File: config.mk
export PLATFORM = sky130hd
export DESIGN_NAME = rvc_expander
export DESIGN_NICKNAME = d
export VERILOG_FILES = /design/src/hw/fetch_pkg.sv /design/src/hw/rvc_expander.sv
export VERILOG_INCLUDE_DIRS = /design/src /design/src/hw
export SDC_FILE = /design/constraint.sdc
export NUM_CORES = 1
export LEC_CHECK = 0
export ABC_AREA = 1
export BUFFER_PORTS_ARGS = -buffer_cell sky130_fd_sc_hd__buf_2
export CORE_MARGIN = 1.5
export CORE_UTILIZATION = 37
export DETAILED_ROUTE_END_ITERATION = 8
export PLACE_DENSITY = 0.91
export SYNTH_ARGS = -nofsm -noshare
export SYNTH_HDL_FRONTEND = slang
export SYNTH_SLANG_ARGS = --single-unit
export TNS_END_PERCENT = 50
File: constraint.sdc
create_clock -name vclk -period 1
set_input_delay 0.1 -clock vclk [all_inputs]
set_output_delay 0.1 -clock vclk [all_outputs]
set_load 0.03 [all_outputs]
File: src/hw/fetch_cfg.svh
`ifndef FETCH_CFG_SVH
`define FETCH_CFG_SVH

//////////////////////////////////////////////////////////////////////
// fetch unit configuration
//////////////////////////////////////////////////////////////////////

// data and address width
`define FETCH_XLEN            32

// 16-bit parcels per memory word
`define FETCH_PARCELS         2

// program counter after reset
`define FETCH_PC_INIT         32'h0000_0200

// parcel queue capacity
`define FETCH_QUEUE_DEPTH     12

// stop requesting at this occupancy, rest is room for words in flight
`define FETCH_FULL_THRESHOLD  6

`endif

File: src/hw/fetch_pkg.sv
`include "fetch_cfg.svh"

package fetch_pkg;

  //////////////////////////////////////////////////////////////////////
  // basic types
  //////////////////////////////////////////////////////////////////////

  typedef logic [15:0]            parcel_t;  // one halfword from memory
  typedef logic [`FETCH_XLEN-1:0] instr_t;   // full 32-bit instruction word
  typedef logic [`FETCH_XLEN-1:0] addr_t;    // byte address

  // supported compressed opcodes, encoded as {funct3, quadrant}
  typedef enum logic [4:0] {
    C_ADDI = 5'b000_01,  // also C.NOP when rd is x0
    C_LI   = 5'b010_01,
    C_J    = 5'b101_01,
    C_CR   = 5'b100_10   // C.JR, C.MV, C.ADD (and the unsupported C.JALR)
  } rvc_opc_e;

  //////////////////////////////////////////////////////////////////////
  // full instruction words
  //////////////////////////////////////////////////////////////////////

  localparam instr_t OPC_NOP = 32'h0000_0013;  // addi x0,x0,0
  localparam instr_t OPC_WFI = 32'h1050_0073;

  // major opcodes, bits [6:0]
  localparam logic [6:0] OPC_OP     = 7'b011_0011;
  localparam logic [6:0] OPC_OP_IMM = 7'b001_0011;
  localparam logic [6:0] OPC_JAL    = 7'b110_1111;
  localparam logic [6:0] OPC_JALR   = 7'b110_0111;

endpackage

File: src/hw/rvc_expander.sv
module rvc_expander (
  input  fetch_pkg::parcel_t [1:0] head_parcels_i,
  input  logic [1:0]               head_count_i,
  input  logic                     advance_i,     // output stage takes the insn
  output logic [1:0]               rd_parcels_o,  // pop count for the queue
  output fetch_pkg::instr_t        insn_o,
  output logic                     insn_valid_o,
  output logic                     insn_is16_o,
  output logic                     illegal_o
);
  import fetch_pkg::*;

  parcel_t     p0;
  parcel_t     p1;
  logic [4:0]  c_rd;    // rd/rs1 field of CI and CR
  logic [4:0]  c_rs2;   // rs2 field of CR
  logic [11:0] imm_ci;  // sign extended 6-bit immediate
  logic [20:1] imm_cj;  // C.J offset

  // I-type word with funct3 000
  function automatic instr_t enc_i(input logic [11:0] imm, input logic [4:0] rs1,
                                   input logic [4:0] rd, input logic [6:0] opc);
    return {imm, rs1, 3'b000, rd, opc};
  endfunction

  // add rd,rs1,rs2
  function automatic instr_t enc_add(input logic [4:0] rs2, input logic [4:0] rs1,
                                     input logic [4:0] rd);
    return {7'b000_0000, rs2, rs1, 3'b000, rd, OPC_OP};
  endfunction

  //////////////////////////////////////////////////////////////////////
  // length and fields
  //////////////////////////////////////////////////////////////////////

  assign p0          = head_parcels_i[0];
  assign p1          = head_parcels_i[1];
  assign insn_is16_o = p0[1:0] != 2'b11;
  assign insn_valid_o = insn_is16_o ? (head_count_i != 2'd0)
                                    : (head_count_i >= 2'd2);  // both halves present

  assign rd_parcels_o = !advance_i  ? 2'd0 :
                        insn_is16_o ? 2'd1 : 2'd2;

  assign c_rd   = p0[11:7];
  assign c_rs2  = p0[6:2];
  assign imm_ci = {{6{p0[12]}}, p0[12], p0[6:2]};
  assign imm_cj = {{9{p0[12]}}, p0[12], p0[8], p0[10:9], p0[6], p0[7], p0[2],
                   p0[11], p0[5:3]};

  //////////////////////////////////////////////////////////////////////
  // expansion
  //////////////////////////////////////////////////////////////////////

  always_comb
  begin
    illegal_o = 1'b0;
    insn_o    = OPC_NOP;
    if (insn_is16_o)
    begin
      case ({p0[15:13], p0[1:0]})
        C_ADDI : insn_o = (c_rd == 5'd0) ? OPC_NOP                      // C.NOP and hints
                                         : enc_i(imm_ci, c_rd, c_rd, OPC_OP_IMM);
        C_LI   : insn_o = enc_i(imm_ci, 5'd0, c_rd, OPC_OP_IMM);      // addi rd,x0,imm
        C_J    : insn_o = {imm_cj[20], imm_cj[10:1], imm_cj[11], imm_cj[19:12],
                           5'd0, OPC_JAL};                             // jal x0,imm
        C_CR   :
        begin
          if (c_rs2 != 5'd0)
            insn_o = enc_add(c_rs2, p0[12] ? c_rd : 5'd0, c_rd);      // C.ADD / C.MV
          else if (!p0[12] && c_rd != 5'd0)
            insn_o = enc_i(12'd0, c_rd, 5'd0, OPC_JALR);              // C.JR
          else
            illegal_o = 1'b1;  // reserved, C.JALR, C.EBREAK
        end
        default : illegal_o = 1'b1;  // incl. the all-zero parcel
      endcase
      if (illegal_o)
        insn_o = {16'h0000, p0};  // raw parcel for the trap handler
    end
    else if ({p1, p0} == OPC_WFI)
      insn_o = OPC_NOP;           // wfi runs as a nop
    else
      insn_o = {p1, p0};
  end

endmodule

==> flow_metrics.py, run 1 <==
metrics = {
    "logic_synthesis": {
        "synth_area_leader_cell": "nand2_1",
        "synth_top_area_frac": 0.317,
        "synth_top_family_by_area": "simple AND/OR/NAND/NOR gates",
        "synthCells": 197,
        "yosysMostFrequentCell": "nand2_1",
        "synth_compound_area_frac": 0.127,
        "synth_cell_types": 20,
        "synth_xor_area_frac": 0,
        "avgSynthCellArea_um2": 4.45,
        "netlist_top_cells_count": "nand2_1, inv_1, nor2_1",
        "yosysSeqAreaShare": 0,
        "syn_area_um2": 877,
        "yosysWarnings": 0,
        "synth_mux_area_frac": 0,
        "yosys.area_share.simple": 0.699,
        "syn-num-nets": 232,
        "synth_area_leaders": "nand2_1, inv_1, nor2_1, nand3_1, o211ai_1",
        "synthAdderAreaFrac": 0,
    },
    "status": {
        "error_line": "[ERROR DPL-0038] Utilization greater than 100%, impossible to legalize",
        "status": "did not finish",
        "lastStage": "clock tree synthesis",
    },
    "clocking": {
        "post_cts_buffers": 12,
        "cts_resized": 145,
        "hold_buffers": 0,
    },
    "die": {
        "num_rows": 17,
        "start_util": 0.393,
        "die_h_um": 51.7,
        "die_w_um": 51.7,
        "io_pins": 72,
    },
    "place": {
        "dp_cells": 345,
        "gp_congestion": 1.00,
        "place_hpwl_um": 3350,
        "portBuffers": 72,
    },
}
==> through the flow <==
stage                     worst slack [ns]  instance area (µm²)  TNS (ns)  utilization
after floorplan                     -0.132                 1030     -2.53            -
after global placement              -0.410                 1790    -11.19        0.799
after detailed placement            -0.459                 1790    -12.70        0.799
==> cell families after synthesis <==
kind of cell | after synthesis
AO/OA/AOI/OAI | 18
AND/OR/NAND/NOR | 141
buffers and inverters | 38
==> inputs of run 2 (changes only) <==
CORE_AREA = 2 2 63 65   (was unset)
CORE_MARGIN = unset   (was 1.5)
CORE_UTILIZATION = unset   (was 37)
DIE_AREA = 0 0 65 67   (was unset)
PLACE_DENSITY = unset   (was 0.91)
PLACE_DENSITY_LB_ADDON = 0.15   (was unset)
clock period = 1.3 ns   (was 1 ns; I/O delays follow)
==> run 2 against run 1 <==
Net effect:
- the run now ends clean
- area after synthesis unchanged
- synthesized cell count did not move
==> flow_metrics.py, run 2 <==
metrics = {
    "status": {
        "status": "finished clean",
    },
    "pwr": {
        "pwr-share-clk": 0,
        "leakage_nw": 1.12,
        "p_total_w": 0.000737,
        "pwr-share-seq": 0,
        "p_sw_w": 0.000426,
        "comb_power_share": 1.000,
        "irDropWorstVdd_uv": 171,
        "p_int_w": 0.000311,
        "power_switching_share": 0.578,
        "powerDensity_nw_per_um2": 354,
    },
    "die": {
        "start_util": 0.243,
        "die_h_um": 67,
        "coreArea_um2": 3610,
        "die_area_um2": 4360,
        "io_pins": 72,
        "die_w_um": 65,
        "num_rows": 22,
    },
    "cells_and_area": {
        "final_cell_count_no_fill": 360,
        "nClkBuffers": 0,
        "drive_gt1_frac": 0.590,
        "final_cell_mix": "buf_4, nand2_1, buf_2",
        "final-seq-area_um2": 0,
        "stdcell_area_um2": 2080,
        "design.seq.count": 0,
        "syn_to_final_growth_pct": 138,
        "insertedDiodeCount": 0,
        "nFillCells": 371,
        "mostFrequentLayoutCell": "buf_4",
        "multi_input_area_um2": 962,
        "nNetsFinal": 349,
    },
    "timing": {
        "hold_viol_final": 0,
        "fin_crit_ns": 1.28,
        "rsz0062_at_grt": "yes",
        "final.period_utilization": 0.987,
        "slew_headroom": 0.866,
        "fin_hold_ws_ns": 0.582,
        "timing.fmax_mhz": 779,
        "worst_pin_slew_ns": 0.201,
        "setup_viol": 0,
        "slew_viol_final": 0,
    },
    "routing": {
        "wl_per_cell_um": 12.0,
        "drtIter0Drc": 38,
        "drtAntennaViolNets": 0,
        "drc": 0,
        "routed_via_density": 4.55,
        "first_pass_iters": 4,
        "wl_um": 4320,
        "vias": 1638,
    },
    "global_routing": {
        "grt_pass1_wl_um": 6720,
        "grt_start_max_net_pins": 9,
        "antenna_found_initial": 0,
        "grt_pass1_vias": 1546,
        "overflow": 0,
        "track_usage": 0.190,
    },
    "worst_setup_path": {
        "startpoint_type": "input port",
        "cp.arrival_ns": 1.15,
        "worstPathCellList": "buf_4 -> nor2_4 -> nand3_4 -> nand2_2 -> nand3_4 -> nand2_4 -> nand2_1 -> o21ai_1 -> buf_4",
        "end_kind": "output pin",
        "worstSetupPathType": "input port to output pin",
        "crit_path_max_incr_delay_ns": 0.17,
        "cp.depth": 9,
        "cp_num_buf_inv": 2,
        "critPathSlowestCell": "buf_4",
        "cp.required_ns": 1.17,
        "crit_fanout": 6,
        "cpLargestDelayFamily": "simple AND/OR/NAND/NOR gates",
    },
    "logic_synthesis": {
        "synth_area_leader_cell": "nand2_1",
        "netlist_top_cells_count": "nand2_1, inv_1, nor2_1",
        "avgSynthCellArea_um2": 4.45,
        "syn_area_um2": 877,
        "synth_area_leaders": "nand2_1, inv_1, nor2_1, nand3_1, o211ai_1",
        "yosysWarnings": 0,
        "syn-num-nets": 232,
        "synth_cell_types": 20,
        "synthCells": 197,
        "yosysSeqAreaShare": 0,
        "synth_top_area_frac": 0.317,
        "yosysMostFrequentCell": "nand2_1",
    },
    "place": {
        "gp_congestion": 0.827,
        "portBuffers": 72,
        "place_hpwl_um": 3310,
        "dp_cells": 351,
        "post_dp_cell_area_um2": 1550,
    },
    "min_path": {
        "min_path_type": "input port to output pin",
        "worst_hold_path.num_cells": 4,
    },
    "run": {
        "max_cap_viol_count": 0,
    },
}
==> run 2: cell counts after synthesis <==
No cell type changed its count.
==> run 2: cell families (layout without fill, tap and decap cells) <==
logic type             count (synthesis)  after routing  share of synthesized area
buffers and inverters                 38            152                      0.174
AO/OA/AOI/OAI                         18             18                      0.127
AND/OR/NAND/NOR                      141            142                      0.699
==> run 2: final timing paths <==
| kind | slack, ns | end | startpoint |
|---|---|---|---|
| min | 0.58 | insn_o[16] | head_parcels_i[8] |
| max | 0.02 | insn_o[4] | head_parcels_i[10] |
==> run 2: through the flow <==
step / worst slack, ns / util / setup TNS, ns
floorplan: -0.0509 / - / -0.0509
global placement: -0.275 / 0.431 / -4.53
detailed placement: -0.279 / 0.431 / -4.58
CTS: -0.0261 / 0.506 / -0.159
global route: -0.0583 / 0.578 / -0.591
finish: 0.0167 / 0.578 / 0
==> run 2: cell type report <==
type,instances,share of cell area
inverters,35,0.0744
repair inverters,1,0.00360
multi-input cells,160,0.462
well taps,48,0.0288
repair buffers,116,0.432
==> run 2: routing by layer <==
layer | global-route usage | vias to the layer above | share of wire
li1 | - | 852 | -
met1 | 0.234 | 730 | 0.43
met2 | 0.372 | 54 | 0.51
met3 | 0.0152 | 2 | 0.056
met4 | 0.00798 | 0 | 0.0035
met5 | 0 | - | 0
==> run 2: worst min-delay path, cell delays in order <==
cell,delay [ns]
buf_6,0.08
nand2_1,0.05
nand2_1,0.06
buf_6,0.13
==> run 2: power groups by stage <==
stage	registers, W	logic, W	clock network (W)
after floorplan	0	0.000314	0
after global placement	0	0.000559	0
after detailed placement	0	0.000557	0
after CTS	0	0.000653	0
after global routing	0	0.000788	0
final	0	0.000737	0
==> run 2: repair_timing <==
action,CTS,global route
cloned,2,0
pin swaps,17,31
endpoints found under the setup margin,31,33
resized for setup,77,78
buffers inserted,4,3
hold buffers,0,0
endpoints found under the hold margin,0,0
No activity file was read; power rests on OpenSTA's default activity.
