`config.mk`:
```
export PLATFORM = sky130hd
export DESIGN_NAME = fetch_output_stage
export DESIGN_NICKNAME = d
export VERILOG_FILES = /design/src/hw/fetch_pkg.sv /design/src/hw/fetch_output_stage.sv
export VERILOG_INCLUDE_DIRS = /design/src /design/src/hw
export SDC_FILE = /design/constraint.sdc
export NUM_CORES = 1
export LEC_CHECK = 0
export ABC_AREA = 1
export CAP_MARGIN = 20
export CORE_ASPECT_RATIO = 0.7
export CORE_UTILIZATION = 48
export CTS_BUF_LIST = sky130_fd_sc_hd__clkbuf_4 sky130_fd_sc_hd__clkbuf_8
export CTS_CLUSTER_SIZE = 10
export DETAILED_ROUTE_END_ITERATION = 16
export DONT_BUFFER_PORTS = 1
export PLACE_DENSITY = 0.62
export SKIP_CTS_REPAIR_TIMING = 1
export SKIP_LAST_GASP = 1
export SLEW_MARGIN = 10
export SYNTH_ARGS = -nofsm -noshare
export SYNTH_HDL_FRONTEND = slang
export SYNTH_SLANG_ARGS = --single-unit
export TNS_END_PERCENT = 10
```
`constraint.sdc`:
```
create_clock -name clk_i -period 2.3 [get_ports clk_i]
set_input_delay 0 -clock clk_i [delete_from_list [all_inputs] [get_ports clk_i]]
set_output_delay 0 -clock clk_i [all_outputs]
set_load 0.05 [all_outputs]
```
`src/hw/fetch_cfg.svh`:
```
`ifndef FETCH_CFG_SVH
`define FETCH_CFG_SVH

//////////////////////////////////////////////////////////////////////
// fetch unit configuration
//////////////////////////////////////////////////////////////////////

// data and address width
`define FETCH_XLEN            32

// 16-bit parcels per memory word
`define FETCH_PARCELS         2

// program counter after reset
`define FETCH_PC_INIT         32'h0000_0200

// parcel queue capacity
`define FETCH_QUEUE_DEPTH     12

// stop requesting at this occupancy, rest is room for words in flight
`define FETCH_FULL_THRESHOLD  6

`endif

```
`src/hw/fetch_pkg.sv`:
```
`include "fetch_cfg.svh"

package fetch_pkg;

  //////////////////////////////////////////////////////////////////////
  // basic types
  //////////////////////////////////////////////////////////////////////

  typedef logic [15:0]            parcel_t;  // one halfword from memory
  typedef logic [`FETCH_XLEN-1:0] instr_t;   // full 32-bit instruction word
  typedef logic [`FETCH_XLEN-1:0] addr_t;    // byte address

  // supported compressed opcodes, encoded as {funct3, quadrant}
  typedef enum logic [4:0] {
    C_ADDI = 5'b000_01,  // also C.NOP when rd is x0
    C_LI   = 5'b010_01,
    C_J    = 5'b101_01,
    C_CR   = 5'b100_10   // C.JR, C.MV, C.ADD (and the unsupported C.JALR)
  } rvc_opc_e;

  //////////////////////////////////////////////////////////////////////
  // full instruction words
  //////////////////////////////////////////////////////////////////////

  localparam instr_t OPC_NOP = 32'h0000_0013;  // addi x0,x0,0
  localparam instr_t OPC_WFI = 32'h1050_0073;

  // major opcodes, bits [6:0]
  localparam logic [6:0] OPC_OP     = 7'b011_0011;
  localparam logic [6:0] OPC_OP_IMM = 7'b001_0011;
  localparam logic [6:0] OPC_JAL    = 7'b110_1111;
  localparam logic [6:0] OPC_JALR   = 7'b110_0111;

endpackage

```
`src/hw/fetch_output_stage.sv`:
```
`include "fetch_cfg.svh"

module fetch_output_stage (
  input  logic              clk_i,
  input  logic              rst_ni,

  input  logic              flush_i,
  input  fetch_pkg::addr_t  flush_pc_i,
  input  logic              stall_i,        // pre-decode holds

  input  fetch_pkg::instr_t insn_i,
  input  logic              insn_valid_i,
  input  logic              insn_is16_i,
  input  logic              illegal_i,
  output logic              advance_o,      // head instruction consumed

  output fetch_pkg::instr_t insn_o,
  output fetch_pkg::addr_t  pc_o,
  output logic              insn_bubble_o,
  output logic              insn_illegal_o
);
  import fetch_pkg::*;

  addr_t nxt_pc;  // pc of the instruction at the queue head

  assign advance_o = insn_valid_i & ~stall_i & ~flush_i;

  //////////////////////////////////////////////////////////////////////
  // next pc
  //////////////////////////////////////////////////////////////////////

  always_ff @(posedge clk_i, negedge rst_ni)
    if (!rst_ni)
      nxt_pc <= `FETCH_PC_INIT;
    else if (flush_i)
      nxt_pc <= {flush_pc_i[`FETCH_XLEN-1:1], 1'b0};
    else if (advance_o)
      nxt_pc <= nxt_pc + (insn_is16_i ? `FETCH_XLEN'(2) : `FETCH_XLEN'(4));

  //////////////////////////////////////////////////////////////////////
  // registered outputs
  //////////////////////////////////////////////////////////////////////

  always_ff @(posedge clk_i, negedge rst_ni)
    if (!rst_ni)
    begin
      pc_o           <= `FETCH_PC_INIT;
      insn_bubble_o  <= 1'b1;
      insn_illegal_o <= 1'b0;
    end
    else if (flush_i)
    begin
      insn_bubble_o  <= 1'b1;  // kill whatever sits here, even under stall
      insn_illegal_o <= 1'b0;
    end
    else if (!stall_i)
    begin
      pc_o           <= nxt_pc;
      insn_bubble_o  <= ~advance_o;
      insn_illegal_o <= advance_o & illegal_i;
    end

  always_ff @(posedge clk_i)
    if (!stall_i)
      insn_o <= insn_i;

endmodule

```
==> run summary, run 1 <==
The flow ran to the end, but the final reports show violations. The final reports fail on negative hold slack. The endpoint identified for the worst register-to-register timing path is nxt_pc[10].

The count of input and output buffers came out at 0. In this run the critical register-to-register path is launched from nxt_pc[2]. The placeable core area came out at 9030 um2. The post-layout instance count excluding filler cells is 728. The data required time at the worst endpoint came out at between 2 and 3 ns. The instance count on the critical path came out at 9. The number of global-route vias before repair came out at 3114. The gate count after technology mapping is between 500 and 600. The highest clock frequency the design can meet is between 400 and 500 MHz. The most numerous cell type found on the critical path is nand2_1. The ratio of cells with drive above 1 in the final layout is 8.77%.

For this design, the slowest cell found on the critical path is dlygate4sd3_1. TritonCTS built the clock tree. The reg-to-reg setup timing slack came out at 0.14 ns. The die extent in y came out at 82.7 um.

Following the worst setup path forward leads to its endpoint at nxt_pc[10]. The critical path startpoint category is a flop. For this run, design rule violations remaining after detail routing come to 0.

The dominant register cell in the synthesized netlist is dfrtp_1. The total count of max-transition violations in the final report is 0. The sequential cell area fraction in the yosys report came out at 57.5%. In this run the worst setup path begins at nxt_pc[2]. The slew of the pin with the lowest slew margin came out at around 0.84 ns.

The total I/O pin count is 138. The number of nets in the finished design is approximately 670. The repair_antennas step left the layout with diodes totalling 0.

The effective utilization at floorplan is 49.4%. Counting the fill cells in the layout gives 776. The max-cap check violation count came out at 0. The aggregate routed wire length came out at 11600 um. The number of flip-flops and latches in the synthesized netlist is 96. The synthesized netlist contains 32 unique library cells. The detailed placement HPWL came out at 7770 um. The total routing resource utilization after global routing came out at 22.6%. For the worst setup path, the data arrival time is 2.42 ns. The first detailed-routing pass ran for 4 iterations. The critical path buffer and inverter count came out at 1. The horizontal die dimension came out at between 100 and 150 um. The placed instance count is 619. The H-tree level count is 3. The worst register-to-register path has a depth of 9.

The final estimated routing congestion in global placement came out at roughly 0.87. The final hold violation count was 1. The async set or reset register ratio after synthesis is 66.7%.

Grouping stages by cell kind, the critical path spends the most delay in simple AND/OR/NAND/NOR gates. The worst hold slack across all endpoints came out at -0.0100 ns. The root buffer cell chosen for the clock tree is clkbuf_8.

On the final layout, the worst clock skew is 0.0166 ns. The critical path is of the reg -> reg type. The wire length per cell after detailed routing is roughly 16 um. The number of synthesized flops with an enable pin is 32.

The clock insertion delay at the later pin of the skew report came out at 0.38 ns. The number of warnings issued by yosys came out at 0. In the finished design, the share of the clock period the worst path needs comes to 93.8%. The shortest clock period the worst path allows after layout is roughly 2.2 ns. Walking the worst path, the cells encountered are ha_1, nand2_1, nand2_1, nand2_2, nor2_4, a21oi_1, o21ai_0, nand3_1, dlygate4sd3_1. The TritonCTS buffer count is 9. The first global-routing pass estimated 16100 um of wire. The mapped cell area came out at 4470 um2. The number of sinks on the clock net is 96. The headroom to the max-slew limit is ~44%. The total number of vias came out at 3701. After layout, the design draws a total of between 0.004 and 0.005 W. Averaged over all synthesized cells, the footprint is 8.84 um2. The largest net degree at the start of global routing came out at 65. The core utilization of the finished layout came out at roughly 64%.

The number of design-rule violations left by the first detailed-router iteration came out at 186. The placement row count came out at 29. The largest stage delay on the critical path came out at ~0.57 ns. Setup violations remaining at the end of the flow were counted as 0. The count of antenna-violating nets left after detailed routing came out at 0.

The maximum vdd drop came out at 0.000484 V. The clock-pin transition on the worst setup and hold timing paths is 0.10 ns. The area growth from synthesis to layout came out at 28.6%. The number of buffers between clock root and the deepest sink came out at 2. The highest net fanout along the worst path came out at 8.

The element type at the critical path end is a flop. Global routing finished with a remaining overflow of 0. The class of the tightest hold or removal check is in -> reg.

For this design the static power due to leakage is 2.43 nW. The cell area power density came out at between 700 and 800 nW/um2. Synthesis produced a netlist with a net count of 579. The initial antenna violation count is 0. Using the TritonRoute via totals, the vias-per-cell ratio works out to about 5. The die outline area came out at 9700 um2.
==> layout make-up <==
cell class              count  area [um2]  share of cell area, %
clock inverters             4        55.1                  0.959
inverters                  38         143                   2.48
clock buffers              12         146                   2.55
repair buffers             98         996                   17.3
flip-flops and latches     96        2570                   44.7
well taps                 124         155                   2.70
multi-input cells         356        1680                   29.3
==> worst min-delay path, delay by kind of cell <==
family / cells / cell delay [ns]
compound gates: 1 / 0.09
buf+inv: 2 / 0.25
==> cell usage after synthesis, types with 3 or more instances <==
master | instances | area share (%)
nand2_1 | 164 | 14
nor2_1 | 71 | 6.0
dfrtp_1 | 61 | 34
nand3_1 | 41 | 4.6
inv_1 | 36 | 3.0
edfxtp_1 | 32 | 22
a21oi_1 | 23 | 2.6
mux2_2 | 11 | 2.8
buf_2 | 8 | 0.90
o21ai_0 | 8 | 0.90
xor2_1 | 8 | 1.6
nor2_2 | 7 | 0.98
nand2_2 | 4 | 0.56
buf_4 | 3 | 0.50
dfstp_2 | 3 | 1.8
nor2_4 | 3 | 0.76
==> power by group <==
group | internal, W | total [W] | switching, W
sequential | 0.00198 | 0.00266 | 0.000678
clock | 0.000544 | 0.00113 | 0.000586
combinational | 0.000275 | 0.000582 | 0.000307
==> registers in the layout (all words and copies together) (netlist names) <==
name and flops:
insn_o 32, insn_bubble_o 1, insn_illegal_o 1, pc_o 31, nxt_pc 31
==> kinds of logic after synthesis <==
logic type	synth area share, %
compound gates	4.88
simple gates	26.9
fa+ha+maj	1.01
other cells	0.0840
buf+inv	4.93
mux	2.77
xor+xnor	1.96
flops	57.5
==> placed cells by master (no fill, tap or decap), types with 2 or more instances in the layout <==
master / count
nand3_1: 41
nand2_2: 4
clkbuf_4: 3
ha_1: 2
xor2_1: 8
a21oi_1: 23
nor2_4: 3
o21ai_0: 8
clkbuf_8: 9
o221ai_1: 2
inv_1: 36
nor2_2: 7
nor2_1: 71
dlygate4sd3_1: 91
inv_2: 2
xnor2_1: 2
nand2_1: 164
mux2_2: 11
clkinv_4: 2
edfxtp_1: 32
buf_4: 5
dfstp_2: 3
dfrtp_1: 61
==> per-layer routing <==
metal / GRT usage, % / vias to the layer above / routed length (um)
met1: 33.8 / 1774 / 5430
li1: - / 1809 / -
met2: 31.9 / 112 / 5350
met4: 4.18 / 0 / 61
met5: 0 / - / 0
met3: 7.37 / 6 / 781
==> worst min-delay path by stage <==
stage / end / startpoint / slack (ns) / depth (start not counted)
after CTS: nxt_pc[2] / rst_ni / -0.71 / 0
after detailed placement: pc_o[26] / rst_ni / -0.29 / 0
after floorplan: insn_illegal_o / rst_ni / -0.30 / 0
after global routing: nxt_pc[8] / flush_i / 0.007 / 3
final: nxt_pc[6] / flush_i / -0.01 / 3
after global placement: pc_o[26] / rst_ni / -0.29 / 0
==> stage by stage <==
step / setup WS (ns) / setup TNS [ns] / area [um2]
final: 0.144 / 0 / 5740
after global routing: -0.00116 / -0.00116 / 5740
after CTS: 0.273 / 0 / 4780
after detailed placement: 0.302 / 0 / 4580
after global placement: 0.346 / 0 / 4580
after floorplan: 0.556 / 0 / 4470
No activity file was read; power rests on OpenSTA's default activity.
==> run 2: changes to the inputs <==
Settings changed: PLACE_DENSITY 0.62 to 0.64.
Clock period 2.3 ns to 1.8 ns, I/O delays scaled along.
==> run 2 against run 1 <==
  * The flow finishes with violations (negative hold slack, negative setup slack)
  * Clock power is 27% higher
  * Clock skew shrank 0.0041 ns
  * First-iteration DRC count increased by 75%
  * Die area is the same
  * Sequential share of layout area down 0.58 points
  * Maximum frequency up 17%
  * Count of clock-buffer cells in the layout is 2 lower
  * Register-to-register slack lost 0.18 ns
  * Critical endpoint is now nxt_pc[29]
==> run summary, run 2 (synthesis gave the netlist of run 1 again) <==
The instance area at placement is 4670 um2 (+2.0%). The placeable core area came out at 9030 um2 (unchanged). The net switching power came out at 0.00204 W (+30%). The run finished, with violations left.

The number of buffers between clock root and the deepest sink was 2 (unchanged). The most common library cell in the layout ignoring fill and taps is nand2_1. In this run the most critical hold path is launched from flush_i. The critical path in this run is classified as reg -> reg. The TritonCTS buffer count is 9 (unchanged).

The reg-to-reg setup timing slack came out at -0.04 ns (-0.18 ns). The final period utilization came out at 102% (+8.2 points). The ratio of cells with drive above 1 in the final layout is 10.9% (+2.1 points). Setup repair after global routing could not meet its margin everywhere. The clock network fraction of total power came to 25.4% (-0.5 points). The setup slack at placement is -0.101 ns (-0.403 ns).

The final hold violation count came out at 2 (+1). The sequential share of power is 59.5% (-1.3 points). The global-route congestion overflow total was 0 (unchanged).

The clock-pin transition on the worst setup and hold timing paths came out at 0.10 ns (about the same). The most numerous cell type found on the critical path is nand2_1. The number of antenna diodes is 0 (unchanged).

The total routing resource utilization after global routing is 23.8% (+1.2 points). The H-tree level count came out at 3 (unchanged). The total I/O pin count came out at 138 (unchanged). The highest clock frequency the design can meet is 545 MHz (+17%).

The count of antenna-violating nets left after detailed routing came out at 0 (unchanged). The headroom to the max-slew limit is 65.7% (+21 points). The placement row count came out at 29 (unchanged).

The number of design-rule violations left by the first detailed-router iteration was 325 (+75%). The summed area of non-filler cells in the final layout came out at 5820 um2 (+1.3%). The initial antenna violation count is 0 (unchanged). TritonCTS built the clock tree. The worst setup margin came to -0.0362 ns (-0.180 ns). The worst endpoint data arrival time is 2.11 ns (-0.31 ns).

The slew of the pin with the lowest slew margin is 0.515 ns (-0.320 ns). The destination of the worst register-to-register timing path is nxt_pc[29]. The footprint of the multi-input gates is 1690 um2 (+0.75%).

The switching portion of total power is 36.3% (+0.35 points). The total count of max-transition violations in the final report is 0 (unchanged). The count of input and output buffers came out at 0 (unchanged).

The horizontal die dimension came out at 117 um (unchanged). The wire length per cell after detailed routing came out at 16.3 um (+2.4%). The area growth from synthesis to layout came out at 30.2%. The number of fill cells in the layout is 738 (-4.9%). The max-cap check violation count was 0 (unchanged).

The wire length of the first global-routing pass is 16800 um (+4.5%). The number of nets in the finished design is 683 (+1.5%). The clock tree skew after final layout came to 0.0125 ns (-0.00411 ns). The largest net degree at the start of global routing was 65 (unchanged). The number of sinks on the clock net came out at 96 (unchanged). The final estimated routing congestion in global placement is 0.894 (+2.4%). The detailed placement HPWL is 8050 um (+3.6%). The effective utilization at floorplan came out at 49.4% (unchanged).

The via density per instance is 5.20 (+2.2%). The path depth of the worst reg2reg path is 11 (+2). The final setup violation count is 1 (+1). The clock insertion delay at the later pin of the skew report is 0.37 ns (about the same). The aggregate routed wire length came out at 12100 um (+3.8%). The worst hold path terminates at nxt_pc[5]. The worst setup path is launched from a flop. The worst hold slack across all endpoints came out at -0.00438 ns (+0.00562 ns). The instance count along the most critical hold path came out at 3 (unchanged). The root buffer cell is clkbuf_8. The placed instance count is 631 (+1.9%). The area taken by flip-flops and latches came out at 2570 um2 (unchanged).

The shortest clock period the worst path allows after layout came out at 1.84 ns (-0.320 ns). The total iterations of the first detailed-routing run is 5 (+1). The post-layout instance count excluding filler cells came out at 738 (+1.4%). The checks that failed: negative hold slack, negative setup slack.

The worst register-to-register path begins at nxt_pc[1]. The sum of internal, switching and leakage power came to 0.00562 W (+29%). For this design, the slowest cell found on the critical path is fa_2. The largest registers in the layout are insn_o x32, nxt_pc x31, pc_o x31. The core utilization of the finished layout came out at 64.4% (+0.83 points). The maximum vdd drop was 0.000677 V (+40%). The critical path goes through ha_1, inv_1, fa_2, nor2_4, nand2_4, nor2_4, nand2_1, nand2_1, nand3_1, nand2_1, nand2_1.

The cell area power density came out at 966 nW/um2 (+27%). The number of global-route vias before repair is 3206 (+3.0%). The die extent in y is 82.7 um (unchanged). The internal power summed over all cells is 0.00358 W (+28%). In the layout the commonest cells are nand2_1, dlygate4sd3_1, nor2_1, dfrtp_1, nand3_1. The class of the tightest hold or removal check is in -> reg.

The highest net fanout along the worst path came to 6 (-2). The static leakage was 2.49 nW (+2.7%). The data required time at the worst endpoint was 2.07 ns (-0.49 ns). The total number of vias came out at 3836 (+3.6%). insn_o holds more flip-flops than any other register. The flip-flop count of the largest register after layout is 32 (unchanged). The die outline area is 9700 um2 (unchanged).

The largest stage delay on the critical path came out at 0.39 ns (-0.18 ns). The number of DRC violations after detailed routing is 0 (unchanged). STA classifies the critical path endpoint as a flop. The combinational power share came out at 15.1% (+1.8 points).
==> run 2: cell types whose count changed in the layout (fill, tap and decap cells not counted), sizes merged <==
cell,change
dlygate4sd3,-3
clkbuf,-2
buf,+13
inv,+2
==> run 2: area by class of cell <==
type,instances,area share [%]
Multi-Input combinational cell,356,29.1
Clock inverter,6,1.12
Inverter,38,2.45
Timing Repair Buffer,108,18.3
Sequential cell,96,44.1
Clock buffer,10,2.26
Tap cell,124,2.67
==> run 2: power by group through the flow <==
| stage | Sequential, W | Clock [W] | Combinational [W] |
|---|---|---|---|
| after global placement | 0.00338 | 0 | 0.000612 |
| after floorplan | 0.00337 | 0 | 0.000433 |
| after detailed placement | 0.00339 | 0 | 0.000624 |
| final | 0.00334 | 0.00143 | 0.000848 |
| after global routing | 0.00338 | 0.00153 | 0.000953 |
| after CTS | 0.00334 | 0.00146 | 0.000628 |
==> run 2: per-stage QoR <==
step | hold slack (ns) | TNS [ns]
2_1_floorplan | -0.296 | 0
3_5_place_dp | -0.293 | -0.373
5_1_grt | 0.00403 | -0.876
6_report | -0.00438 | -0.0362
4_1_cts | -0.700 | -0.587
3_3_place_gp | -0.293 | -0.0771
==> run 2: per-layer routing <==
layer / GRT usage, % / part of all wire [%] / vias to the layer above
met5: 0 / 0 / -
met3: 7.37 / 6.7 / 21
met4: 5.06 / 1.4 / 0
met2: 34.4 / 45 / 149
li1: - / - / 1828
met1: 35.0 / 47 / 1838
==> run 2: how the worst max path moves through the flow <==
stage                   start         end  cells past startpoint
floorplan           nxt_pc[1]  nxt_pc[29]                     11
global placement    nxt_pc[1]  nxt_pc[29]                     11
detailed placement  nxt_pc[1]  nxt_pc[29]                     11
CTS                 nxt_pc[1]  nxt_pc[29]                     11
global route        nxt_pc[1]  nxt_pc[29]                     11
finish              nxt_pc[1]  nxt_pc[29]                     11
==> run 2: worst max-delay path, delay by kind of cell, from the launching register on <==
family | cells | cell delay (ns)
simple gates | 8 | 0.70
fa+ha+maj | 2 | 0.57
flops | 1 | 0.38
buf+inv | 1 | 0.06
