==> src/hw/fetch_cfg.svh <==
`ifndef FETCH_CFG_SVH
`define FETCH_CFG_SVH

//////////////////////////////////////////////////////////////////////
// fetch unit configuration
//////////////////////////////////////////////////////////////////////

// data and address width
`define FETCH_XLEN            32

// 16-bit parcels per memory word
`define FETCH_PARCELS         2

// program counter after reset
`define FETCH_PC_INIT         32'h0000_0200

// parcel queue capacity
`define FETCH_QUEUE_DEPTH     12

// stop requesting at this occupancy, rest is room for words in flight
`define FETCH_FULL_THRESHOLD  6

`endif

==> src/hw/fetch_pkg.sv <==
`include "fetch_cfg.svh"

package fetch_pkg;

  //////////////////////////////////////////////////////////////////////
  // basic types
  //////////////////////////////////////////////////////////////////////

  typedef logic [15:0]            parcel_t;  // one halfword from memory
  typedef logic [`FETCH_XLEN-1:0] instr_t;   // full 32-bit instruction word
  typedef logic [`FETCH_XLEN-1:0] addr_t;    // byte address

  // supported compressed opcodes, encoded as {funct3, quadrant}
  typedef enum logic [4:0] {
    C_ADDI = 5'b000_01,  // also C.NOP when rd is x0
    C_LI   = 5'b010_01,
    C_J    = 5'b101_01,
    C_CR   = 5'b100_10   // C.JR, C.MV, C.ADD (and the unsupported C.JALR)
  } rvc_opc_e;

  //////////////////////////////////////////////////////////////////////
  // full instruction words
  //////////////////////////////////////////////////////////////////////

  localparam instr_t OPC_NOP = 32'h0000_0013;  // addi x0,x0,0
  localparam instr_t OPC_WFI = 32'h1050_0073;

  // major opcodes, bits [6:0]
  localparam logic [6:0] OPC_OP     = 7'b011_0011;
  localparam logic [6:0] OPC_OP_IMM = 7'b001_0011;
  localparam logic [6:0] OPC_JAL    = 7'b110_1111;
  localparam logic [6:0] OPC_JALR   = 7'b110_0111;

endpackage

==> src/hw/fetch_addr_gen.sv <==
`include "fetch_cfg.svh"

module fetch_addr_gen (
  input  logic             clk_i,
  input  logic             rst_ni,

  input  logic             flush_i,        // redirect strobe
  input  fetch_pkg::addr_t flush_pc_i,     // redirect target
  input  logic             almost_full_i,  // queue near capacity

  input  logic             imem_ack_i,
  output logic             imem_req_o,
  output fetch_pkg::addr_t imem_adr_o,
  output logic             imem_flush_o
);

  //////////////////////////////////////////////////////////////////////
  // request side
  //////////////////////////////////////////////////////////////////////

  // only ask while there is room and no redirect is going on
  assign imem_req_o = ~almost_full_i & ~flush_i;

  // memory drops whatever is in flight on a redirect
  assign imem_flush_o = flush_i;

  //////////////////////////////////////////////////////////////////////
  // word address
  //////////////////////////////////////////////////////////////////////

  // linear stream of words, target is rounded down to a word
  always_ff @(posedge clk_i, negedge rst_ni)
    if (!rst_ni)
      imem_adr_o <= `FETCH_PC_INIT;
    else if (flush_i)
      imem_adr_o <= {flush_pc_i[`FETCH_XLEN-1:2], 2'b00};  // halfword offset handled by queue
    else if (imem_req_o && imem_ack_i)
      imem_adr_o <= imem_adr_o + `FETCH_XLEN'(4);           // next word

endmodule

==> config.mk <==
export PLATFORM = sky130hd
export DESIGN_NAME = fetch_addr_gen
export DESIGN_NICKNAME = d
export VERILOG_FILES = /design/src/hw/fetch_pkg.sv /design/src/hw/fetch_addr_gen.sv
export VERILOG_INCLUDE_DIRS = /design/src /design/src/hw
export SDC_FILE = /design/constraint.sdc
export NUM_CORES = 1
export LEC_CHECK = 0
export BUFFER_PORTS_ARGS = -buffer_cell sky130_fd_sc_hd__buf_4
export CORE_MARGIN = 5
export CORE_UTILIZATION = 52
export CTS_CLUSTER_SIZE = 30
export DETAILED_ROUTE_END_ITERATION = 6
export GPL_ROUTABILITY_DRIVEN = 0
export PLACE_DENSITY = 0.82
export SKIP_CTS_REPAIR_TIMING = 1
export SYNTH_ARGS = -nofsm -noshare
export SYNTH_HDL_FRONTEND = slang
export SYNTH_SLANG_ARGS = --single-unit
==> constraint.sdc <==
create_clock -name clk_i -period 4.28 [get_ports clk_i]
set_input_delay 0 -clock clk_i [delete_from_list [all_inputs] [get_ports clk_i]]
set_output_delay 0 -clock clk_i [all_outputs]
set_load 0.03 [all_outputs]
==> summary.txt, run 1 <==
TIMING
-----------------------------------------------------------------------------------------------
Hold Fails Final Rpt .............................................................            1
Max Clock Skew ...................................................................   0.00952 ns
Slew at the pin with the worst max-slew slack ....................................     0.853 ns
Achievable clock frequency .......................................................    0.429 GHz
Hold WS ..........................................................................   -0.0466 ns
Post-layout minimum cycle time ...................................................      2.33 ns
Max Transition Viols Final .......................................................            0
Final-layout setup total negative slack ..........................................         0 ns
RSZ-0062 raised after global routing .............................................        false
Final worst path period share ....................................................        54.4%
Count of endpoints failing setup in the final report .............................            0
Max transition margin ............................................................        43.1%

STATUS
-----------------------------------------------------------------------------------------------
Violated checks ..................................................................  hold timing
Status ........................................................................... finished, violations left

YOSYS
-----------------------------------------------------------------------------------------------
Cell variety after synth .........................................................           35
Synth Warn # .....................................................................            0
Dominant register cell in the synthesized netlist ................................ sky130_fd_sc_hd__dfrtp_1
Proportion of register bits with asynchronous set or reset after synthesis .......         100%
Summed instance area of the synthesized netlist ..................................  0.00179 mm2
Post-Syn Instances ...............................................................          208
Number of flops mapped to enable cells by yosys ..................................            0
Post-synthesis sequential area ratio .............................................        42.1%
Post-Synthesis Mean Instance Area ................................................     8.59 um2
Number of synthesized register bits ..............................................           30

FINAL LAYOUT
-----------------------------------------------------------------------------------------------
Largest registers in the final layout ............................................ imem_adr_o: 30 flops
Net count reported at finish .....................................................          336
Fraction of layout cells with a size suffix above 1 ..............................        26.1%
Register bank with the most flops ................................................   imem_adr_o
Number of flip-flops under the largest register name .............................           30
Area added between synthesis and finish ..........................................        48.6%
Total inserted antenna cells .....................................................            0

CTS
-----------------------------------------------------------------------------------------------
TritonCTS clock tree .............................................................         done
Total clock sinks ................................................................           30
Number of buffers added by the clock tree synthesis step .........................            5
Clock latency reported for the late side of the worst-skew pair ..................      0.33 ns
Clock input transition at the sequential cells of the worst setup and hold paths .      0.10 ns
Clock Tree Buf Depth .............................................................            2
Clock tree root buffer cell ...................................................... sky130_fd_sc_hd__clkbuf_4
# H-tree levels ..................................................................            2

FLOORPLAN
-----------------------------------------------------------------------------------------------
Area enclosed by the die boundary ................................................  0.00471 mm2
Number of placement rows .........................................................           21
Floorplan die height .............................................................      68.6 um
Std-Cell Core Area ...............................................................  0.00334 mm2
Chip Width .......................................................................      68.6 um
Number of top-level pins .........................................................           71
Effective utilization at floorplan ...............................................        53.5%

ROUTING
-----------------------------------------------------------------------------------------------
Pre-antenna DRT Iters ............................................................            4
Routed length per instance .......................................................      14.5 um
DRC errors left ..................................................................            0
Final Routed Wirelength ..........................................................      5.01 mm
Via count ........................................................................        1,935
Routed vias/inst .................................................................         5.61
Number of nets with antenna violations after routing .............................            0
Initial DRC count ................................................................          157
Highest routed metal layer .......................................................         met4
Routed length on met1 ............................................................      2.07 mm
Met2 wire length .................................................................      2.45 mm
Wire length on met3 ..............................................................       378 um

WORST SETUP PATH
-----------------------------------------------------------------------------------------------
Worst-case reg-to-reg path depth .................................................            4
Required time of the critical path ...............................................      4.54 ns
Worst endpoint data arrival time .................................................      2.59 ns
Reg-to-reg critical path endpoint ................................................ imem_adr_o[25]$_DFFE_PN0P_
Critical path origin ............................................................. imem_adr_o[9]$_DFFE_PN1P_
Highest fanout seen on the critical path .........................................           19
Slack of the worst reg-to-reg path ...............................................      1.95 ns
Startpoint of the lowest-slack register-to-register path ......................... imem_adr_o[9]$_DFFE_PN1P_
Crit Path Class .................................................................. register to register
Critical path destination ........................................................ imem_adr_o[25]$_DFFE_PN0P_
Startpoint type of the worst setup path ..........................................     register
CP endpoint kind .................................................................     register

PLACEMENT
-----------------------------------------------------------------------------------------------
Sum of net half-perimeters after detailed placement ..............................      3.31 mm
Quantity of I/O buffers inserted on ports ........................................           66

GLOBAL ROUTING
-----------------------------------------------------------------------------------------------
Total track usage ................................................................        20.7%
Number of global-route vias before repair ........................................        1,769
Initial antenna violation count ..................................................            0
Largest net degree at the start of global routing ................................           35
Wire length of the first global-routing pass .....................................      7.44 mm
Congestion Overflow GR ...........................................................            0

POWER
-----------------------------------------------------------------------------------------------
Static leakage power .............................................................      1.11 nW
Power Dens Cells .................................................................   301 mW/mm2
Worst IR Drop VDD ................................................................       235 uV

HOLD PATH
-----------------------------------------------------------------------------------------------
Hold/Removal Path Class .......................................................... input pin to register

JOB
-----------------------------------------------------------------------------------------------
Total of max-cap violations ......................................................            0

## synth_stat cells, types with 2 or more instances
cell | instances | share of area [%]
sky130_fd_sc_hd__xor2_1 | 6 | 2.9
sky130_fd_sc_hd__or4b_1 | 2 | 1.1
sky130_fd_sc_hd__nor4_1 | 4 | 1.4
sky130_fd_sc_hd__buf_2 | 2 | 0.56
sky130_fd_sc_hd__inv_1 | 4 | 0.84
sky130_fd_sc_hd__or4_1 | 10 | 4.2
sky130_fd_sc_hd__nor2_1 | 17 | 3.6
sky130_fd_sc_hd__dfrtp_1 | 29 | 41
sky130_fd_sc_hd__and4_1 | 2 | 0.98
sky130_fd_sc_hd__nand3_1 | 8 | 2.2
sky130_fd_sc_hd__xnor2_1 | 6 | 2.9
sky130_fd_sc_hd__and3_1 | 4 | 1.4
sky130_fd_sc_hd__or3_1 | 9 | 3.2
sky130_fd_sc_hd__nand3b_1 | 2 | 0.84
sky130_fd_sc_hd__buf_4 | 3 | 1.3
sky130_fd_sc_hd__a31oi_1 | 15 | 5.3
sky130_fd_sc_hd__o211ai_1 | 2 | 0.84
sky130_fd_sc_hd__nand4_1 | 7 | 2.5
sky130_fd_sc_hd__o21ai_0 | 19 | 5.3
sky130_fd_sc_hd__or2_2 | 2 | 0.70
sky130_fd_sc_hd__nand2_1 | 26 | 5.5
sky130_fd_sc_hd__o31ai_1 | 9 | 3.8
sky130_fd_sc_hd__clkbuf_1 | 8 | 1.7
## layout make-up
class	instances	area [um2]
repair buffers	96	796
well taps	46	57.6
clock buffers	5	37.5
flip-flops and latches	30	752
inverters	4	15.0
multi-input cells	161	957
clock inverters	3	40.0
fillers	232	682
## critical path, stage by stage (launching register included)
cell and delay (ns):
sky130_fd_sc_hd__dfstp_2 0.56, sky130_fd_sc_hd__nand3_1 0.16, sky130_fd_sc_hd__or4_1 0.78, sky130_fd_sc_hd__or4b_1 0.59
sky130_fd_sc_hd__a31oi_1 0.17
## worst min path at each step
| stage | cells after the start | from | slack, ns | end |
|---|---|---|---|---|
| final | 3 | flush_pc_i[30] | -0.05 | imem_adr_o[30]$_DFFE_PN0P_ |
| after global routing | 3 | flush_pc_i[30] | 0.01 | imem_adr_o[30]$_DFFE_PN0P_ |
| after CTS | 1 | rst_ni | -0.42 | imem_adr_o[29]$_DFFE_PN0P_ |
| after detailed placement | 1 | rst_ni | -0.05 | imem_adr_o[26]$_DFFE_PN0P_ |
| after global placement | 1 | rst_ni | -0.05 | imem_adr_o[30]$_DFFE_PN0P_ |
| after floorplan | 0 | rst_ni | -0.30 | imem_adr_o[10]$_DFFE_PN0P_ |
## stage by stage
stage          instance area, um2  worst slack (ns)  util, %  power, mW  instances
3_5_place_dp                 2280              1.97     68.2      0.560        307
6_report                     2660              1.95     79.6      0.800        345
5_1_grt                      2660              1.78     79.6      0.841        345
4_1_cts                      2350              1.96     70.6      0.781        315
2_1_floorplan                1790              2.13        -      0.467        209
3_3_place_gp                 2280              1.99     68.2      0.555        307
## power by group
group	switching, mW	internal [mW]	total (mW)
clock network	0.100	0.121	0.221
logic	0.126	0.103	0.229
registers	0.0400	0.311	0.351
## cell usage in the layout, fill, tap and decap left out, drive strengths merged
master,Yosys,routed
a31oi,15,15
or4,10,10
inv,4,4
or4b,2,2
clkinv,0,2
xor2,6,6
nand4b,1,1
nor4,4,4
nor2b,1,1
nand2,26,26
and3,4,4
conb,1,2
a22oi,1,1
o211ai,2,2
dlygate4sd3,0,30
nor2,17,17
mux2i,1,1
dfstp,1,1
nand4,7,7
and4,2,2
nand3b,2,2
o41ai,1,1
nand3,9,9
and2b,1,1
dfrtp,29,29
or2,2,2
clkbuf,8,5
xnor2,6,6
o21ai,19,19
ha,1,1
o31ai,9,9
buf,6,66
and4b,1,1
bufinv,0,1
or3,9,9
## cell families (layout without fill, tap and decap cells)
logic type,Yosys count,count (layout),share of synthesized area (%)
xor+xnor,12,12,5.88
fa+ha+maj,1,1,0.700
mux,1,1,0.560
buf+inv,18,108,4.55
simple gates,98,98,29.9
other cells,1,2,0.210
flops,30,30,42.1
compound gates,47,47,16.1
## layer usage
layer  track usage [%]  up-vias
met5                 0        -
met4              7.44        0
met3              5.19       15
met2              35.5       65
met1              24.8      906
li1                  -      949
(Power assumes the default switching activity.)
==> inputs of run 2 (changes only) <==
CORE_UTILIZATION = 48   (was 52)
PLACE_DENSITY = 0.76   (was 0.82)
clock period = 2.2 ns   (was 4.28 ns; I/O delays follow)
==> run 2 against run 1 <==
- the run still ends with hold timing left
- worst setup slack got worse by 1.9 ns
- sequential share of layout area down 0.33 points
- fmax grew 8.7%
- clock skew decreased by 0.0035 ns
- first-iteration DRC count grew 46%
- combinational power grew 110%
- register-to-register slack worse by 1.9 ns
- sequential cell count is the same
- wire length rose by 3.2%
- non-clock buffer count up 3
- utilization shrank 5.6 points
- critical path type unchanged
- largest power group unchanged
- highest routed layer unchanged
==> summary.txt, run 2 (synthesis results as in run 1) <==
STATUS
-----------------------------------------------------------------------------------------------
Violated checks ..................................................................  hold timing
Status ........................................................................... finished, violations left

WORST SETUP PATH
-----------------------------------------------------------------------------------------------
Critical Path, Cell by Cell ...................................................... nand3_1 > or4_4 > buf_12 > or4_1 > a31oi_1
Critical path origin ............................................................. imem_adr_o[9]$_DFFE_PN1P_
Highest fanout seen on the critical path .........................................           19   unchanged
Startpoint of the lowest-slack register-to-register path ......................... imem_adr_o[9]$_DFFE_PN1P_
Worst endpoint data arrival time .................................................      2.34 ns   -0.25 ns
Startpoint type of the worst setup path ..........................................     register
Crit Path Class .................................................................. register to register
Delay of the slowest critical-path stage .........................................      0.55 ns   -0.23 ns
Required time of the critical path ...............................................      2.40 ns   -2.14 ns
CP endpoint kind .................................................................     register
Slowest cell on crit path ........................................................ sky130_fd_sc_hd__dfstp_2

HOLD PATH
-----------------------------------------------------------------------------------------------
Hold/Removal Path Class .......................................................... input pin to register
Worst min-delay path startpoint .................................................. flush_pc_i[23]

TIMING
-----------------------------------------------------------------------------------------------
Achievable clock frequency .......................................................    0.467 GHz   +8.7%
Hold Fails Final Rpt .............................................................            9   +8
Max Clock Skew ...................................................................   0.00604 ns   -0.00348 ns
Hold WS ..........................................................................   -0.0202 ns   +0.0263 ns
Post-layout minimum cycle time ...................................................      2.14 ns   -0.187 ns
Final-layout setup total negative slack ..........................................         0 ns   unchanged
Count of endpoints failing setup in the final report .............................            0   unchanged
Least setup slack across all paths after layout ..................................    0.0576 ns   -1.89 ns
Final worst path period share ....................................................        97.4%   +43 points
Max Transition Viols Final .......................................................            0   unchanged

FINAL LAYOUT
-----------------------------------------------------------------------------------------------
Most frequent cells in the layout ................................................ 79 x sky130_fd_sc_hd__buf_4, 29 x sky130_fd_sc_hd__dfrtp_1, 26 x sky130_fd_sc_hd__nand2_1
Register bank with the most flops ................................................   imem_adr_o
Total inserted antenna cells .....................................................            0   unchanged
Area added between synthesis and finish ..........................................        50.4%
Net count reported at finish .....................................................          339   +0.89%
Largest registers in the final layout ............................................ imem_adr_o: 30 flops
Most common library cell in the layout ignoring fill and taps .................... sky130_fd_sc_hd__buf_4
Count of non-filler cells in the finished layout .................................          350   +1.4%
Fraction of layout cells with a size suffix above 1 ..............................        30.8%   +4.7 points
Fill cells .......................................................................          296   +28%
Number of flip-flops under the largest register name .............................           30   unchanged

GLOBAL ROUTING
-----------------------------------------------------------------------------------------------
Largest net degree at the start of global routing ................................           35   unchanged
Wire length of the first global-routing pass .....................................      7.87 mm   +5.8%
Total track usage ................................................................        19.4%   -1.3 points
Initial antenna violation count ..................................................            0   unchanged
Number of global-route vias before repair ........................................        1,696   -4.1%
Congestion Overflow GR ...........................................................            0   unchanged

ROUTING
-----------------------------------------------------------------------------------------------
Pre-antenna DRT Iters ............................................................            4   unchanged
DRC errors left ..................................................................            0   unchanged
Routed vias/inst .................................................................         5.51   -1.8%
Number of nets with antenna violations after routing .............................            0   unchanged
Via count ........................................................................        1,928   -0.36%
Final Routed Wirelength ..........................................................      5.17 mm   +3.2%
Initial DRC count ................................................................          229   +46%
Routed length per instance .......................................................      14.8 um   +1.7%

FLOORPLAN
-----------------------------------------------------------------------------------------------
Effective utilization at floorplan ...............................................        49.2%   -4.4 points
Number of placement rows .........................................................           22   +4.8%
Std-Cell Core Area ...............................................................  0.00363 mm2   +8.9%
Number of top-level pins .........................................................           71   unchanged
Chip Width .......................................................................      71.0 um   +3.5%
Area enclosed by the die boundary ................................................  0.00504 mm2   +7.1%
Floorplan die height .............................................................      71.0 um   +3.5%

CTS
-----------------------------------------------------------------------------------------------
Clock input transition at the sequential cells of the worst setup and hold paths .      0.06 ns   -0.04 ns
# H-tree levels ..................................................................            2   unchanged
Number of buffers added by the clock tree synthesis step .........................            5   unchanged
Clock latency reported for the late side of the worst-skew pair ..................      0.28 ns   -0.05 ns
Total clock sinks ................................................................           30   unchanged
TritonCTS clock tree .............................................................         done
Clock tree root buffer cell ...................................................... sky130_fd_sc_hd__clkbuf_8
Clock Tree Buf Depth .............................................................            2   unchanged

PLACEMENT
-----------------------------------------------------------------------------------------------
Setup WS pre-CTS .................................................................    0.0562 ns   -1.91 ns
Quantity of I/O buffers inserted on ports ........................................           66   unchanged
Placed instance count ............................................................          323   +5.2%
Sum of net half-perimeters after detailed placement ..............................      3.57 mm   +8.0%

POWER
-----------------------------------------------------------------------------------------------
Power consumption ................................................................      1.59 mW   +99%
Power Dens Cells .................................................................   593 mW/mm2   +97%
Worst IR Drop VDD ................................................................       406 uV   +73%
Static leakage power .............................................................      1.15 nW   +2.9%

JOB
-----------------------------------------------------------------------------------------------
Total of max-cap violations ......................................................            0   unchanged

[run 2: cell count changes in the layout (fill, tap and decap cells not counted), sizes merged]
| cell | previous run | this run |
|---|---|---|
| dlygate4sd3 | 30 | 19 |
| buf | 66 | 80 |
| clkinv | 2 | 1 |
| clkbuf | 5 | 7 |
| bufinv | 1 | 0 |
[run 2: metal layers]
| layer | up-vias | share of wire (%) | GRT usage, % |
|---|---|---|---|
| li1 | 954 | - | - |
| met1 | 896 | 41 | 24.4 |
| met2 | 73 | 50 | 32.2 |
| met3 | 5 | 8.2 | 5.68 |
| met4 | 0 | 0.48 | 5.64 |
| met5 | - | 0 | 0 |
[run 2: power breakdown]
group | switching [mW] | internal [mW]
clock network | 0.202 | 0.252
logic | 0.265 | 0.209
registers | 0.0597 | 0.605
[run 2: final timing paths]
kind / end / slack [ns] / cells after the start
hold / removal: imem_adr_o[23]$_DFFE_PN0P_ / -0.02 / 3
hold reg to reg: imem_adr_o[28]$_DFFE_PN0P_ / 0.61 / 2
max in group asynchronous: imem_adr_o[9]$_DFFE_PN1P_ / 1.70 / 2
setup / recovery: imem_adr_o[29]$_DFFE_PN0P_ / 0.06 / 5
setup reg to reg: imem_adr_o[29]$_DFFE_PN0P_ / 0.06 / 5
min in group asynchronous: imem_adr_o[5]$_DFFE_PN0P_ / 0.19 / 2
[run 2: through the flow]
step,cell area [um2],hold slack [ns],utilization (%)
6_report,2690,-0.0202,73.9
2_1_floorplan,1790,-0.296,-
4_1_cts,2490,-0.349,68.5
3_3_place_gp,2400,-0.0449,66.0
5_1_grt,2690,0.00572,73.9
3_5_place_dp,2400,-0.0488,66.0
[run 2: area by class of cell]
cell class	instances	area (um2)	share of cell area, %
Timing Repair Buffer	99	803	29.9
Tap cell	48	60.1	2.24
Sequential cell	30	752	28.0
Clock buffer	7	86.3	3.21
Multi-Input combinational cell	161	965	35.9
Clock inverter	1	5.00	0.186
Inverter	4	15.0	0.559
[run 2: critical path, delay by kind of cell (launching register included)]
family	cells	cell delay (ns)
AO/OA/AOI/OAI	1	0.18
flip-flops	1	0.55
buffers and inverters	1	0.17
AND/OR/NAND/NOR	3	1.16
==> inputs of run 3 (changes only) <==
CORE_MARGIN = unset   (was 5)
PLACE_DENSITY = 0.82   (was 0.76)
==> run 3 against run 2 <==
- the run still ends with hold timing left
- final cell count is the same
- largest cell class unchanged
- global-route usage up 4.1 points
- utilization grew 4.3 points
- sequential cell count unchanged
- critical path type unchanged
- highest routed layer unchanged
- die area shrank 21%
- register-to-register slack better by 0.09 ns
- combinational power hardly changed
==> summary.txt, run 3 (synthesis results as in run 1) <==
WORST SETUP PATH
-----------------------------------------------------------------------------------------------
Crit Path Class .................................................................. register to register
CP endpoint kind .................................................................     register
Critical Path, Cell by Cell ...................................................... nand3_1 > or4_4 > or4_1 > a31oi_1
Delay of the slowest critical-path stage .........................................      0.58 ns   +0.03 ns
Highest fanout seen on the critical path .........................................           12   -7
Startpoint type of the worst setup path ..........................................     register
Worst endpoint data arrival time .................................................      2.25 ns   -0.09 ns
Slowest cell on crit path ........................................................ sky130_fd_sc_hd__or4_4
Required time of the critical path ...............................................      2.40 ns   about the same

FLOORPLAN
-----------------------------------------------------------------------------------------------
Effective utilization at floorplan ...............................................        51.9%   +2.7 points
Number of top-level pins .........................................................           71   unchanged
Area enclosed by the die boundary ................................................  0.00397 mm2   -21%
Floorplan die height .............................................................      63.0 um   -11%
Chip Width .......................................................................      63.0 um   -11%
Std-Cell Core Area ...............................................................  0.00344 mm2   -5.3%
Number of placement rows .........................................................           21   -4.5%

HOLD PATH
-----------------------------------------------------------------------------------------------
Hold/Removal Path Class .......................................................... input pin to register

POWER
-----------------------------------------------------------------------------------------------
Power Dens Cells .................................................................   591 mW/mm2   -0.32%
Static leakage power .............................................................      1.15 nW   about the same
Worst IR Drop VDD ................................................................       400 uV   -1.5%

GLOBAL ROUTING
-----------------------------------------------------------------------------------------------
Initial antenna violation count ..................................................            0   unchanged
Number of global-route vias before repair ........................................        1,649   -2.8%
Most congested layer reported by global routing ..................................         met2
Congestion Overflow GR ...........................................................            0   unchanged
Met2 track demand over resource ..................................................        37.4%   +5.1 points
Largest net degree at the start of global routing ................................           35   unchanged
Met1 Usage GRT ...................................................................        30.7%   +6.3 points
Wire length of the first global-routing pass .....................................      7.31 mm   -7.1%
Total track usage ................................................................        23.5%   +4.1 points
Met3 track demand over resource ..................................................        5.29%   -0.39 points

PLACEMENT
-----------------------------------------------------------------------------------------------
Sum of net half-perimeters after detailed placement ..............................      3.30 mm   -7.8%
Quantity of I/O buffers inserted on ports ........................................           66   unchanged

TIMING
-----------------------------------------------------------------------------------------------
Hold WS ..........................................................................   -0.0271 ns   -0.00690 ns
Final-layout setup total negative slack ..........................................         0 ns   unchanged
Post-layout minimum cycle time ...................................................      2.05 ns   -0.0888 ns
Max Clock Skew ...................................................................   0.00594 ns   -0.000103 ns
Achievable clock frequency .......................................................    0.487 GHz   +4.3%
Count of endpoints failing setup in the final report .............................            0   unchanged
Max Transition Viols Final .......................................................            0   unchanged
Hold Fails Final Rpt .............................................................            8   -1
Final worst path period share ....................................................        93.3%   -4.0 points
RSZ-0062 raised after global routing .............................................        false

ROUTING
-----------------------------------------------------------------------------------------------
Final Routed Wirelength ..........................................................      4.75 mm   -8.3%
Routed length per instance .......................................................      13.6 um   -8.3%
Initial DRC count ................................................................          143   -38%
Pre-antenna DRT Iters ............................................................            4   unchanged
Routed vias/inst .................................................................         5.53   +0.47%
Via count ........................................................................        1,937   +0.47%
DRC errors left ..................................................................            0   unchanged
Number of nets with antenna violations after routing .............................            0   unchanged

CTS
-----------------------------------------------------------------------------------------------
Clock latency reported for the late side of the worst-skew pair ..................      0.29 ns   about the same
TritonCTS clock tree .............................................................         done
Clock Tree Buf Depth .............................................................            2   unchanged
Number of buffers added by the clock tree synthesis step .........................            5   unchanged
Clock input transition at the sequential cells of the worst setup and hold paths .      0.06 ns   about the same
Total clock sinks ................................................................           30   unchanged
Clock tree root buffer cell ...................................................... sky130_fd_sc_hd__clkbuf_8
# H-tree levels ..................................................................            2   unchanged

FINAL LAYOUT
-----------------------------------------------------------------------------------------------
Fraction of layout cells with a size suffix above 1 ..............................        30.6%   -0.20 points
Most frequent cells in the layout ................................................ 80 x sky130_fd_sc_hd__buf_4, 29 x sky130_fd_sc_hd__dfrtp_1, 26 x sky130_fd_sc_hd__nand2_1
Area added between synthesis and finish ..........................................        50.6%
Fill cells .......................................................................          249   -16%
Number of flip-flops under the largest register name .............................           30   unchanged
Largest registers in the final layout ............................................ imem_adr_o: 30 flops
Most common library cell in the layout ignoring fill and taps .................... sky130_fd_sc_hd__buf_4
Total inserted antenna cells .....................................................            0   unchanged
Register bank with the most flops ................................................   imem_adr_o
Net count reported at finish .....................................................          341   +0.59%
Final core utilization ...........................................................        78.2%   +4.3 points

STATUS
-----------------------------------------------------------------------------------------------
Violated checks ..................................................................  hold timing
Status ........................................................................... finished, violations left

JOB
-----------------------------------------------------------------------------------------------
Total of max-cap violations ......................................................            0   unchanged

## run 3: area by class of cell
class,instances,area (um2),area share [%]
Timing Repair Buffer,101,811,30.1
Inverter,4,15.0,0.558
Sequential cell,30,752,27.9
Clock buffer,7,86.3,3.21
Clock inverter,1,5.00,0.186
Multi-Input combinational cell,161,965,35.8
Tap cell,46,57.6,2.14
## run 3: final timing paths
kind | endpoint | slack, ns | depth (start not counted) | from
min in group asynchronous | imem_adr_o[24]$_DFFE_PN0P_ | 0.18 | 2 | rst_ni
max in group asynchronous | imem_adr_o[9]$_DFFE_PN1P_ | 1.71 | 2 | rst_ni
setup / recovery | imem_adr_o[29]$_DFFE_PN0P_ | 0.15 | 4 | imem_adr_o[9]$_DFFE_PN1P_
hold / removal | imem_adr_o[18]$_DFFE_PN0P_ | -0.03 | 3 | flush_pc_i[18]
setup reg to reg | imem_adr_o[29]$_DFFE_PN0P_ | 0.15 | 4 | imem_adr_o[9]$_DFFE_PN1P_
hold reg to reg | imem_adr_o[30]$_DFFE_PN0P_ | 0.60 | 2 | imem_adr_o[30]$_DFFE_PN0P_
## run 3: worst max-delay path, delay by kind of cell, from the launching register on
| kind | cells | cell delay [ns] |
|---|---|---|
| and+or+nand+nor | 3 | 1.23 |
| AOI/OAI and AO/OA | 1 | 0.18 |
| DFF | 1 | 0.55 |
## run 3: routing by layer
layer,wire [um],vias to the layer above
met2,2290,70
met1,2120,905
li1,-,954
met3,269,8
met4,60,0
met5,0,-
## run 3: power breakdown
part / switching [mW] / internal, mW / leakage [nW]
logic: 0.262 / 0.210 / 0.753
clock network: 0.202 / 0.252 / 0.0482
registers: 0.0601 / 0.606 / 0.347
## run 3: through the flow
| stage | std cells | power [mW] | worst slack [ns] | instance area (um2) |
|---|---|---|---|---|
| after global placement | 321 | 1.10 | 0.101 | 2380 |
| after CTS | 329 | 1.57 | 0.0234 | 2470 |
| after floorplan | 209 | 0.908 | 0.0478 | 1790 |
| after detailed placement | 321 | 1.11 | 0.0614 | 2380 |
| after global routing | 350 | 1.67 | 0.0421 | 2690 |
| final | 350 | 1.59 | 0.146 | 2690 |
